<file path="src/icb_reg_slice.sv">
`timescale 1ns/10ps

module icb_reg_slice #(
	parameter type T = logic
) (
	input logic clk,
	input logic rst_n,

	input T in_data,
	input logic in_valid,
	output logic in_ready,

	output T out_data,
	output logic out_valid,
	input logic out_ready
);

	T main_q; // entry presented downstream
	T spare_q; // skid entry caught under back-pressure
	logic main_vld;
	logic spare_vld;
	logic main_vld_nxt;
	logic spare_vld_nxt;
	logic in_fire;
	logic main_free;

	assign in_fire = in_valid & in_ready;
	// main entry leaves or is empty this cycle
	assign main_free = ~main_vld | out_ready;

	always_comb begin
		if (main_free) begin
			main_vld_nxt = spare_vld | in_fire; // spare first, keeps order
			spare_vld_nxt = 1'b0;
		end else begin
			main_vld_nxt = 1'b1;
			spare_vld_nxt = spare_vld | in_fire;
		end
	end

	always_ff @(posedge clk) begin
		if (!rst_n) begin
			main_vld <= 1'b0;
			spare_vld <= 1'b0;
			in_ready <= 1'b1;
		end else begin
			main_vld <= main_vld_nxt;
			spare_vld <= spare_vld_nxt;
			in_ready <= ~spare_vld_nxt; // registered ready
		end
	end

	always_ff @(posedge clk) begin
		if (main_free) begin
			if (spare_vld)
				main_q <= spare_q;
			else if (in_fire)
				main_q <= in_data;
		end
		// main still stalled, park the new item
		if (!main_free && in_fire)
			spare_q <= in_data;
	end

	assign out_data = main_q;
	assign out_valid = main_vld;

endmodule

</file>
<file path="config.mk">
export PLATFORM = sky130hd
export DESIGN_NAME = icb_reg_slice
export DESIGN_NICKNAME = d
export VERILOG_FILES = /design/src/icb_reg_slice.sv
export SDC_FILE = /design/constraint.sdc
export NUM_CORES = 1
export LEC_CHECK = 0
export ABC_AREA = 1
export CAP_MARGIN = 20
export CORE_AREA = 2 2 39 41
export DETAILED_ROUTE_END_ITERATION = 10
export DIE_AREA = 0 0 41 43
export DONT_BUFFER_PORTS = 1
export SLEW_MARGIN = 20
export SYNTH_ARGS = -nofsm -noshare
export SYNTH_HDL_FRONTEND = slang
export SYNTH_SLANG_ARGS = --single-unit
</file>
<file path="constraint.sdc">
create_clock -name clk -period 0.9 [get_ports clk]
set_input_delay 0.135 -clock clk [delete_from_list [all_inputs] [get_ports clk]]
set_output_delay 0.135 -clock clk [all_outputs]
set_load 0.01 [all_outputs]
</file>
### Word level (Yosys, flattened, before mapping)

Index checks and enable logic that the tools add are counted.

* flip-flop bits (word level): 5
* input bits: 5
* output and inout port bits: 3
* word-level logic and storage cells: 18

* mux-type cells: 4
* bitwise gates (word level): 5
* reductions and logical operators: 4

Operator list (count)
* $mux W1: 4
* $not A1 Y1: 2
* $or A1 B1 Y1: 2
* $reduce_and A2 Y1: 1
* $reduce_bool A2 Y1: 1
* $and A1 B1 Y1: 1
* $logic_and A1 B1 Y1: 1
* $logic_not A1 Y1: 1

### Logic depth before layout (Yosys ltp)

* depth in word-level cells: 4
* depth in mapped cells: 4
* depth with buffers taken out: 4

### Worst setup path before layout

No wires, ideal clock.

* kind: reg-to-reg
* start point: register in_ready
* end point: register main_q, in the netlist out_data, enable pin
* library setup time: 289 ps
* arrival time: 611 ps
* required time: 611 ps
* setup slack: 0 ps
* cell stages (with the launch flop): 5
* path buffers: 0
* clock period less this slack: 900 ps
* cells stage by stage: dfxtp_1 nand2_2 nand2_4 nand2_1 inv_1

* cells in the longest elaborated chain, start to end: 3

RTL lines
* start, declared: RTL line 11 `output logic in_ready,`
* start signal, assigned: RTL line 49 `in_ready <= ~spare_vld_nxt;`
* $and A1 B1 Y1: RTL line 27 `assign in_fire = in_valid & in_ready;`
* $reduce_bool A2 Y1 (no source line)
* $reduce_and A2 Y1 (no source line)
* end signal, assigned: RTL line 56 `main_q <= spare_q;`
* end signal, assigned: RTL line 58 `main_q <= in_data;`
* end, declared: RTL line 18 `T main_q;`

Every way passes these cells.
A chain may end at the register's enable or synchronous reset.

### Worst setup path after layout

* start point: register spare_vld
* end point: register main_q, in the netlist out_data, enable pin

* cells in the longest elaborated chain, start to end: 2

RTL lines
* start, declared: RTL line 21 `logic spare_vld;`
* start signal, assigned: RTL line 48 `spare_vld <= spare_vld_nxt;`
* $reduce_bool A2 Y1 (no source line)
* $reduce_and A2 Y1 (no source line)

Every way passes these cells.

==> impl_metrics.json <==
{
  "drv_cap": 0,
  "synth.most_common_cell": "nand2_1",
  "routed_wl_um": 371,
  "avgViaCountPerCell": 3.28,
  "setup_viol": 0,
  "synthesis.nets": 28,
  "post_cts_resized": 0,
  "synth_warnings": 0,
  "h-tree-depth": 1,
  "antenna_found_initial": 0,
  "die_h_um": 43,
  "drc": 0,
  "ys_types": 10,
  "top_layer": "met3",
  "yosysTopAreaCell": "dfxtp_1",
  "critPathCaptureType": "flip-flop",
  "start_kind": "flip-flop",
  "cts-root-buf": "clkbuf_4",
  "fp-row-count": 14,
  "core_um2": 1380,
  "grt_pass1_vias": 163,
  "start_util_pct": 14.9,
  "synth.cells.most_frequent": "nand2_1 (8), dfxtp_1 (3), inv_2 (3)",
  "multiInputGateArea_um2": 67.6,
  "ys_seq_elements": 5,
  "cts_max_path_buffers": 2,
  "firstDrtPassIters": 2,
  "synth-edff-count": 2,
  "wl_met2_um": 184,
  "seqCellArea_um2": 121,
  "clkTransAtPathRegs_ns": 0.05,
  "worst_pin_slew_ns": 0.117,
  "grt_max_degree": 5,
  "cts_tree": "yes",
  "boundaryPins": 8,
  "power.leakage_nw": 0.132,
  "slew_violations": 0,
  "yosysSeqAreaShare_pct": 58.2,
  "synthFlopType": "dfxtp_1",
  "outcome": "completed",
  "fin_crit_ns": 0.848,
  "crit_fanout": 4,
  "postCtsSetupBuffers": 0,
  "antenna_left": 0,
  "async_flop_share_pct": 0,
  "grt_pass1_wl_um": 579,
  "period_share_pct": 94.2,
  "total_power_uw": 562,
  "power_density_nw_per_um2": 2010,
  "wl_met3_um": 36,
  "rsz0062_at_grt": "no",
  "m1WireLength_um": 149,
  "die_area_um2": 1760,
  "postCtsHoldBufs": 1,
  "cts_made_buffers": 3,
  "ir_drop_uv": 679,
  "post_drt_wl_per_cell_um": 8.07,
  "grt_use_total_pct": 5.22,
  "crit_arrival_ns": 0.80,
  "hp-class": "input pin to flip-flop",
  "synth_top_area_share_pct": 29.1,
  "insertion_delay_ns": 0.24,
  "worstPathRequired_ns": 0.86,
  "drt-initial-drc-count": 1,
  "synthesis.area_um2": 206,
  "drive_gt1_share_pct": 43.3,
  "nFillCells": 156,
  "timing.final.hold_violations": 0,
  "fmax_ghz": 1.18,
  "fin_util_pct": 20.2,
  "place_congestion": 0.684,
  "diodes": 0,
  "vias": 151,
  "fin_skew_ns": 0.00127,
  "die_w_um": 41,
  "grt-ovfl-total": 0,
  "cts.sinks": 5,
  "finalNetCount": 36,
  "slew_headroom_pct": 92.2,
  "syn_to_final_growth_pct": 35.2,
  "synth_area_leaders": "dfxtp_1 (29%), edfxtp_1 (29%), nand2_1 (15%)",
  "worstSetupPathType": "flip-flop to flip-flop",
  "syn_inst": 23,
  "io_buffers": 0,
  "setup_tns_ns": 0,
  "whs_ns": 0.00922,
  "syn_avg_cell_area_um2": 8.98
}
## cell families after synthesis
| family | count (synthesis) | synth area share, % |
|---|---|---|
| flip-flops | 5 | 58.2 |
| buffers and inverters | 5 | 9.09 |
| AND/OR/NAND/NOR | 13 | 32.7 |
## stage by stage
stage,setup slack [ns],cell area (µm²),instances
after floorplan,0.0471,208,23
after global placement,0.0578,243,41
after detailed placement,0.0524,243,41
after CTS,0.0476,279,46
after global routing,0.00964,279,46
final,0.0525,279,46
## critical path: stages (launching register included)
cell and delay [ns]:
dfxtp_1 0.33, inv_2 0.06, nand2_4 0.08, nand2_1 0.05, inv_1 0.05
## final cells by class
type                       count  share of cell area (%)
clock buffer                   4                    9.42
inverter                       5                    6.73
multi-input combinational     13                    24.2
sequential                     5                    43.5
tap                           16                    7.17
timing repair buffer           3                    8.97
## per-layer routing
| layer | track usage [%] | up-vias |
|---|---|---|
| met5 | 0 | - |
| met4 | 2.00 | 0 |
| met3 | 4.71 | 0 |
| met2 | 7.81 | 5 |
| met1 | 4.81 | 66 |
| li1 | - | 80 |
## power breakdown
group | internal, mW | switching, mW
Sequential | 0.249 | 0.00628
Clock | 0.168 | 0.0921
Combinational | 0.0201 | 0.0265
## path summary, 6_finish.rpt
check | from | end | slack [ns] | cells after the start
worst min-delay path | rst_n | out_valid | 0.009 | 2
worst max-delay path | spare_vld | out_data | 0.05 | 4
worst min register to register | spare_q | out_data | 0.51 | 2
worst max register to register | spare_vld | out_data | 0.05 | 4
## cell usage in the layout (no fill, tap or decap)
master         Yosys  routed
dlygate4sd3_1      0       1
inv_2              3       3
nand2_1            8       8
dfxtp_1            3       2
nor2_2             1       1
nand2_4            1       1
inv_1              2       2
clkbuf_4           0       3
clkbuf_1           0       1
nand3_2            1       1
nor2_1             1       1
buf_4              0       2
dfxtp_2            0       1
nand2_2            1       1
edfxtp_1           2       2
## flip-flops by register name (all words and copies together), names as in the netlist
register   flops
in_ready       1
out_data       1
out_valid      1
spare_q        1
spare_vld      1
(Power assumes the default switching activity.)
