==> src/cbuf_pkg.sv <==
package cbuf_pkg;

	// buffer geometry
	localparam int ATOMIC_C = 4; // channel parallelism
	localparam int WORD_BYTES = ATOMIC_C * 2; // two bytes per channel
	localparam int WORD_BITS = WORD_BYTES * 8;
	localparam int BANK_N = 8;
	localparam int BANK_DEPTH = 64; // words per bank
	localparam int BANK_IDX_W = $clog2(BANK_N);
	localparam int ROW_W = $clog2(BANK_DEPTH);

	// 0 .. BANK_N banks handed to the feature-map region
	typedef logic [3:0] bank_cnt_t;

	typedef logic [WORD_BITS-1:0] word_t;
	typedef logic [WORD_BYTES-1:0] mask_t;

	// one request from a port access unit to the bank array
	typedef struct packed {
		logic en;
		mask_t wmask; // all zero means read
		logic [BANK_IDX_W-1:0] bank; // physical bank
		logic [ROW_W-1:0] row;
		word_t wdata;
	} bank_req_t;

endpackage

==> src/icb_pkg.sv <==
package icb_pkg;

	typedef enum logic {
		ICB_WRITE = 1'b0,
		ICB_READ = 1'b1
	} icb_op_e;

	// command channel payload
	typedef struct packed {
		logic [31:0] addr; // byte address, word aligned
		icb_op_e op;
		cbuf_pkg::word_t wdata;
		cbuf_pkg::mask_t wmask; // byte enables for writes
	} icb_cmd_t;

	// response channel payload
	typedef struct packed {
		cbuf_pkg::word_t rdata; // zero on writes and errors
		logic err; // logical address out of region
	} icb_rsp_t;

endpackage

==> src/cbuf_port_access.sv <==
`timescale 1ns/10ps

module cbuf_port_access #(
	parameter bit KERNEL_REGION = 1'b0 // 0 fm mapping, 1 kb mapping
) (
	input logic clk,
	input logic rst_n,
	input cbuf_pkg::bank_cnt_t fmbufbankn,

	input icb_pkg::icb_cmd_t cmd,
	input logic cmd_valid,
	output logic cmd_ready,

	output icb_pkg::icb_rsp_t rsp,
	output logic rsp_valid,
	input logic rsp_ready,

	output cbuf_pkg::bank_req_t bank_req,
	input cbuf_pkg::word_t bank_rdata
);

	typedef enum logic [1:0] {
		RSP_IDLE,
		RSP_FRESH, // bank data valid this cycle
		RSP_HELD // bank data sits in held_rdata
	} rsp_state_e;

	rsp_state_e rsp_state;
	logic [31:0] word_idx;
	logic [31:0] lbank; // logical bank inside the region
	logic [cbuf_pkg::ROW_W-1:0] row;
	logic [cbuf_pkg::BANK_IDX_W-1:0] pbank;
	logic in_bound;
	logic cmd_fire;
	logic pend_read;
	logic pend_err;
	cbuf_pkg::word_t held_rdata;

	// aligned byte address to bank and row
	always_comb begin
		word_idx = cmd.addr / cbuf_pkg::WORD_BYTES; // low bits dropped
		lbank = word_idx / cbuf_pkg::BANK_DEPTH;
		row = cbuf_pkg::ROW_W'(word_idx % cbuf_pkg::BANK_DEPTH);
		if (KERNEL_REGION) begin
			// kernel banks sit above the feature-map banks
			in_bound = lbank < (32'(cbuf_pkg::BANK_N) - 32'(fmbufbankn));
			pbank = cbuf_pkg::BANK_IDX_W'(lbank + 32'(fmbufbankn));
		end else begin
			in_bound = lbank < 32'(fmbufbankn);
			pbank = cbuf_pkg::BANK_IDX_W'(lbank);
		end
	end

	// stall while a response waits downstream
	assign cmd_ready = ~rsp_valid | rsp_ready;
	assign cmd_fire = cmd_valid & cmd_ready;

	always_comb begin
		bank_req.en = cmd_fire & in_bound; // no bank touched when out of region
		bank_req.wmask = (cmd.op == icb_pkg::ICB_WRITE) ? cmd.wmask : '0;
		bank_req.bank = pbank;
		bank_req.row = row;
		bank_req.wdata = cmd.wdata;
	end

	always_ff @(posedge clk) begin
		if (!rst_n) begin
			rsp_state <= RSP_IDLE;
		end else if (cmd_fire) begin
			rsp_state <= RSP_FRESH;
		end else if (rsp_valid && rsp_ready) begin
			rsp_state <= RSP_IDLE;
		end else if (rsp_state == RSP_FRESH) begin
			rsp_state <= RSP_HELD; // not taken yet
		end
	end

	always_ff @(posedge clk) begin
		if (cmd_fire) begin
			pend_read <= (cmd.op == icb_pkg::ICB_READ);
			pend_err <= ~in_bound;
		end
		if (rsp_state == RSP_FRESH)
			held_rdata <= bank_rdata;
	end

	assign rsp_valid = (rsp_state != RSP_IDLE);

	always_comb begin
		rsp.err = pend_err;
		if (pend_read && !pend_err)
			rsp.rdata = (rsp_state == RSP_FRESH) ? bank_rdata : held_rdata;
		else
			rsp.rdata = '0;
	end

endmodule

==> config.mk <==
export PLATFORM = sky130hd
export DESIGN_NAME = cbuf_port_access
export DESIGN_NICKNAME = d
export VERILOG_FILES = /design/src/cbuf_pkg.sv /design/src/icb_pkg.sv /design/src/cbuf_port_access.sv
export SDC_FILE = /design/constraint.sdc
export NUM_CORES = 1
export LEC_CHECK = 0
export BUFFER_PORTS_ARGS = -buffer_cell sky130_fd_sc_hd__buf_2
export CORE_AREA = 10 10 119 121
export DETAILED_ROUTE_END_ITERATION = 7
export DIE_AREA = 0 0 129 131
export GPL_TIMING_DRIVEN = 0
export PLACE_DENSITY = 0.68
export SKIP_CTS_REPAIR_TIMING = 1
export SLEW_MARGIN = 20
export SYNTH_ARGS = -nofsm -noshare
export SYNTH_HDL_FRONTEND = slang
export SYNTH_SLANG_ARGS = --single-unit
==> constraint.sdc <==
create_clock -name clk -period 1.8 [get_ports clk]
set_input_delay 0.18 -clock clk [delete_from_list [all_inputs] [get_ports clk]]
set_output_delay 0.18 -clock clk [all_outputs]
set_load 0.05 [all_outputs]
Word level (Yosys, flattened, before mapping). Cells that the tools add are included.

Add/sub/neg operators: 0. Multipliers: 0. Divide/modulo/power cells: 0. $lt $le $gt $ge: 1. Eq/ne operators: 1. Shifts and indexed selects: 0. Muxes and demuxes: 6. Bitwise logic cells: 6. Reductions and logical operators: 6.

Operators by type and width (number): 2-to-1 mux 64 bit (2); less-than comparator 23 x 4 -> 1 bit (1); 2-to-1 mux 8 bit (1); 2-to-1 mux 1 bit (3); NOT 1 bit (3); nonzero test 3 bit (1); OR reduction 3 bit (1); bitwise AND 1 bit (2); == test 2 x 1 -> 1 bit (second input constant) (1); logical AND 1 bit (2); nonzero test 2 bit (1); logical NOT 1 bit (1); OR 1 bit (1).

Register bits: 68. Latch bits: 0. Memory bits (writable): 0. Bits in read-only memories: 0. Input bits: 177. Output and inout bits: 149. Memories kept: 0.

Longest topological paths before layout.
Depth in word-level cells: 5. Mapped depth: 5. Depth with buffers taken out: 5.

Least setup slack after synthesis. No wires, ideal clock.

Kind: flip-flop to output port. Start point: reg rsp_state[1]. End point: out bank_req[81] in the netlist's numbering. Arrival time: 3.831 ns. Required time: 1.620 ns. Setup slack: -2.211 ns. Cell stages (with the launch flop): 4. Path buffers: 0. Cell sequence: dfxtp_1 o21bai_1 nand2_1 a2111oi_0.

RTL lines: from (decl) (RTL line cbuf_port_access.sv:28) `rsp_state_e rsp_state;`; from (signal assigned) (RTL line cbuf_port_access.sv:68) `rsp_state <= RSP_IDLE;`; from (signal assigned) (RTL line cbuf_port_access.sv:70) `rsp_state <= RSP_FRESH;`; from (signal assigned) (RTL line cbuf_port_access.sv:72) `rsp_state <= RSP_IDLE;`; to (decl) (RTL line cbuf_port_access.sv:18) `output cbuf_pkg::bank_req_t bank_req,`.

==> flow_summary.json <==
{
  "status": "finished with violations",
  "failed_checks": "negative setup slack",
  "tritoncts": "done",
  "clkSinkCount": 68,
  "p_total_mw": 5.51,
  "number_of_hold_slack_violations_in_the_final_timing_report": 0,
  "post_route_cells_drive_above_1_share_pct": 80.4,
  "dieWidth_um": 129,
  "fillers": 1017,
  "clkTransAtPathRegs_ns": 0.06,
  "power_frac_seq_pct": 34.4,
  "worst_pin_slew_ns": 0.441,
  "post-route-drc-count": 0,
  "wl_per_cell_um": 19.7,
  "core_mm2": 0.0118,
  "met3_usage_pct": 8.58,
  "worst_clock_skew_ns": 0.00468,
  "antenna_found_initial": 1,
  "post_dp_cell_area_mm2": 0.00523,
  "comb_power_share_pct": 29.6,
  "syn-num-nets": 500,
  "hold_path_class": "in2reg",
  "grt_pass1_wl_mm": 19.9,
  "ys_warn_count": 0,
  "detailedRoute.firstIterationViolations": 96,
  "start_util_pct": 30.9,
  "overflow": 0,
  "postSynthRegisterBits": 68,
  "fin_ws_ns": -0.198,
  "area_growth_syn_to_layout_pct": 68.9,
  "netlist_instances": 320,
  "postLayoutCellArea_mm2": 0.00617,
  "max-clock-path-buffers": 2,
  "synth_top_cell_area_share_pct": 36.2,
  "final-setup-viol-count": 64,
  "intPower_mw": 4.00,
  "max_freq_mhz": 500,
  "drt_pass1_iterations": 3,
  "cts-htree-levels": 3,
  "post_placement_setup_slack_ns": -0.180,
  "fp.dieArea_mm2": 0.0169,
  "grt_max_degree": 13,
  "detail_route.wirelength_mm": 14.5,
  "power_density_mw_per_mm2": 894,
  "ir_drop_mv": 0.417,
  "netlist.top_cell.by_area": "sky130_fd_sc_hd__dfxtp_1",
  "grt_pass1_vias": 3540,
  "layout_min_cycle_time_ns": 2.00,
  "critPathRequiredTime_ns": 1.62,
  "global_route.peak_usage_layer": "met2",
  "worst_setup_path_category": "reg2out",
  "layout_common_cells": "sky130_fd_sc_hd__buf_2, sky130_fd_sc_hd__buf_4, sky130_fd_sc_hd__dfxtp_1",
  "number_of_port_buffers": 252,
  "final_min_period_over_clock_period_pct": 111,
  "final_antenna_net_count": 0,
  "cap_viol_max_count": 0,
  "clock_tree.root_cell": "sky130_fd_sc_hd__clkbuf_16",
  "p_switching_mw": 1.51,
  "tritoncts.num_buffers": 9,
  "netSwitchingFraction_pct": 27.4,
  "floorplan.io_pins": 326,
  "p_clk_share_pct": 36.0,
  "post_synth_instance_area_mm2": 0.00365,
  "mostFrequentLayoutCell": "sky130_fd_sc_hd__buf_2",
  "crit_arrival_ns": 1.82,
  "routabilityCongestion": 0.917,
  "critPathMaxFanout": 10,
  "setup.worst_path.start_class": "register",
  "avgSynthCellArea_um2": 11.4,
  "max_slew_margin_pct": 70.6,
  "finalMaxSlewViolations": 0,
  "ys_seq_area_share_pct": 37.8,
  "nNetsFinal": 763,
  "chipHeight_um": 131,
  "worst_setup_path_end_kind": "primary output",
  "clk-insertion-delay-late_ns": 0.32,
  "post_synth_main_area_contributors": "sky130_fd_sc_hd__dfxtp_1, sky130_fd_sc_hd__mux2_4, sky130_fd_sc_hd__buf_4, sky130_fd_sc_hd__nor2b_1, sky130_fd_sc_hd__buf_8",
  "grtUsageMet1_pct": 14.6,
  "avgViaCountPerCell": 4.28,
  "grt_setup_unrepaired": "true",
  "rows": 40,
  "insertedDiodeCount": 0,
  "vias": 3146,
  "cellLeakagePower_nw": 3.11,
  "grt_use_total_pct": 15.4,
  "met2_track_utilization_from_global_routing_pct": 27.8,
  "synth.distinct_cells": 26,
  "post_detailed_placement_half_perimeter_wirelength_mm": 12.0
}
routing by layer:
metal  vias to the layer above  part of all wire [%]
met5                         -                 0.090
li1                       1495                     -
met2                       172                    53
met3                        23                    11
met1                      1454                    33
met4                         2                   2.2
critical path: stages (launching register included):
cell,delay [ns]
sky130_fd_sc_hd__dfxtp_2,0.36
sky130_fd_sc_hd__nor2b_4,0.17
sky130_fd_sc_hd__buf_12,0.16
sky130_fd_sc_hd__buf_12,0.16
sky130_fd_sc_hd__mux2_4,0.31
sky130_fd_sc_hd__nor2b_2,0.16
sky130_fd_sc_hd__buf_6,0.16
final timing paths:
check                  from        endpoint  slack, ns  depth (start not counted)
min reg2reg  held_rdata[61]  held_rdata[61]       0.46                          1
max reg2reg    rsp_state[0]   held_rdata[6]       0.51                          4
max            rsp_state[0]         rsp[38]      -0.20                          6
min          bank_rdata[20]  held_rdata[20]       0.09                          2
power by group through the flow:
stage | Combinational [mW] | Clock (mW) | Sequential [mW]
floorplan | 1.22 | 0 | 1.90
global placement | 1.51 | 0 | 1.91
detailed placement | 1.53 | 0 | 1.93
CTS | 1.55 | 2.03 | 1.90
global route | 1.73 | 2.10 | 1.92
finish | 1.63 | 1.98 | 1.90
cell type report:
type | instances | area, µm² | share of cell area, %
clock inverter | 5 | 81.3 | 1.32
inverter | 5 | 18.8 | 0.304
buffer | 87 | 726 | 11.8
timing repair buffer | 253 | 1680 | 27.3
tap | 147 | 184 | 2.98
sequential | 68 | 1380 | 22.4
multi-input combinational | 159 | 1830 | 29.7
clock buffer | 11 | 264 | 4.28
cell families (layout without fill, tap and decap cells):
family | after synthesis | after routing | share of synthesized area [%]
muxes | 64 | 64 | 25.9
adders and majority gates | 3 | 3 | 1.03
AOI/OAI and AO/OA | 6 | 6 | 1.27
buffers and inverters | 93 | 361 | 19.2
DFF | 68 | 68 | 37.8
and+or+nand+nor | 86 | 86 | 14.8
sequential cells by signal (all words and copies together) (netlist names):
| register | count |
|---|---|
| rsp_state | 2 |
| pend_err | 1 |
| held_rdata | 64 |
| pend_read | 1 |
cells in the mapped netlist, drive strengths merged:
| library cell | instances |
|---|---|
| a2111oi | 1 |
| a211o | 2 |
| a21oi | 1 |
| buf | 82 |
| clkbuf | 6 |
| dfxtp | 66 |
| edfxtp | 2 |
| ha | 3 |
| inv | 5 |
| mux2 | 64 |
| nand2 | 2 |
| nand2b | 2 |
| nand3 | 1 |
| nand3b | 1 |
| nor2 | 1 |
| nor2b | 73 |
| nor4 | 5 |
| o21a | 1 |
| o21bai | 1 |
| or2 | 1 |
per-stage QoR:
stage / hold WS (ns) / utilization (%) / TNS [ns] / cells
after floorplan: 0.279 / - / -1.14 / 320
after global placement: 0.414 / 44.3 / -5.31 / 719
after detailed placement: 0.420 / 44.3 / -7.32 / 719
after CTS: 0.0744 / 47.2 / -30.03 / 735
after global routing: 0.0749 / 52.2 / -15.58 / 735
final: 0.0887 / 52.2 / -10.80 / 735
Power figures use the tool's default switching activity.
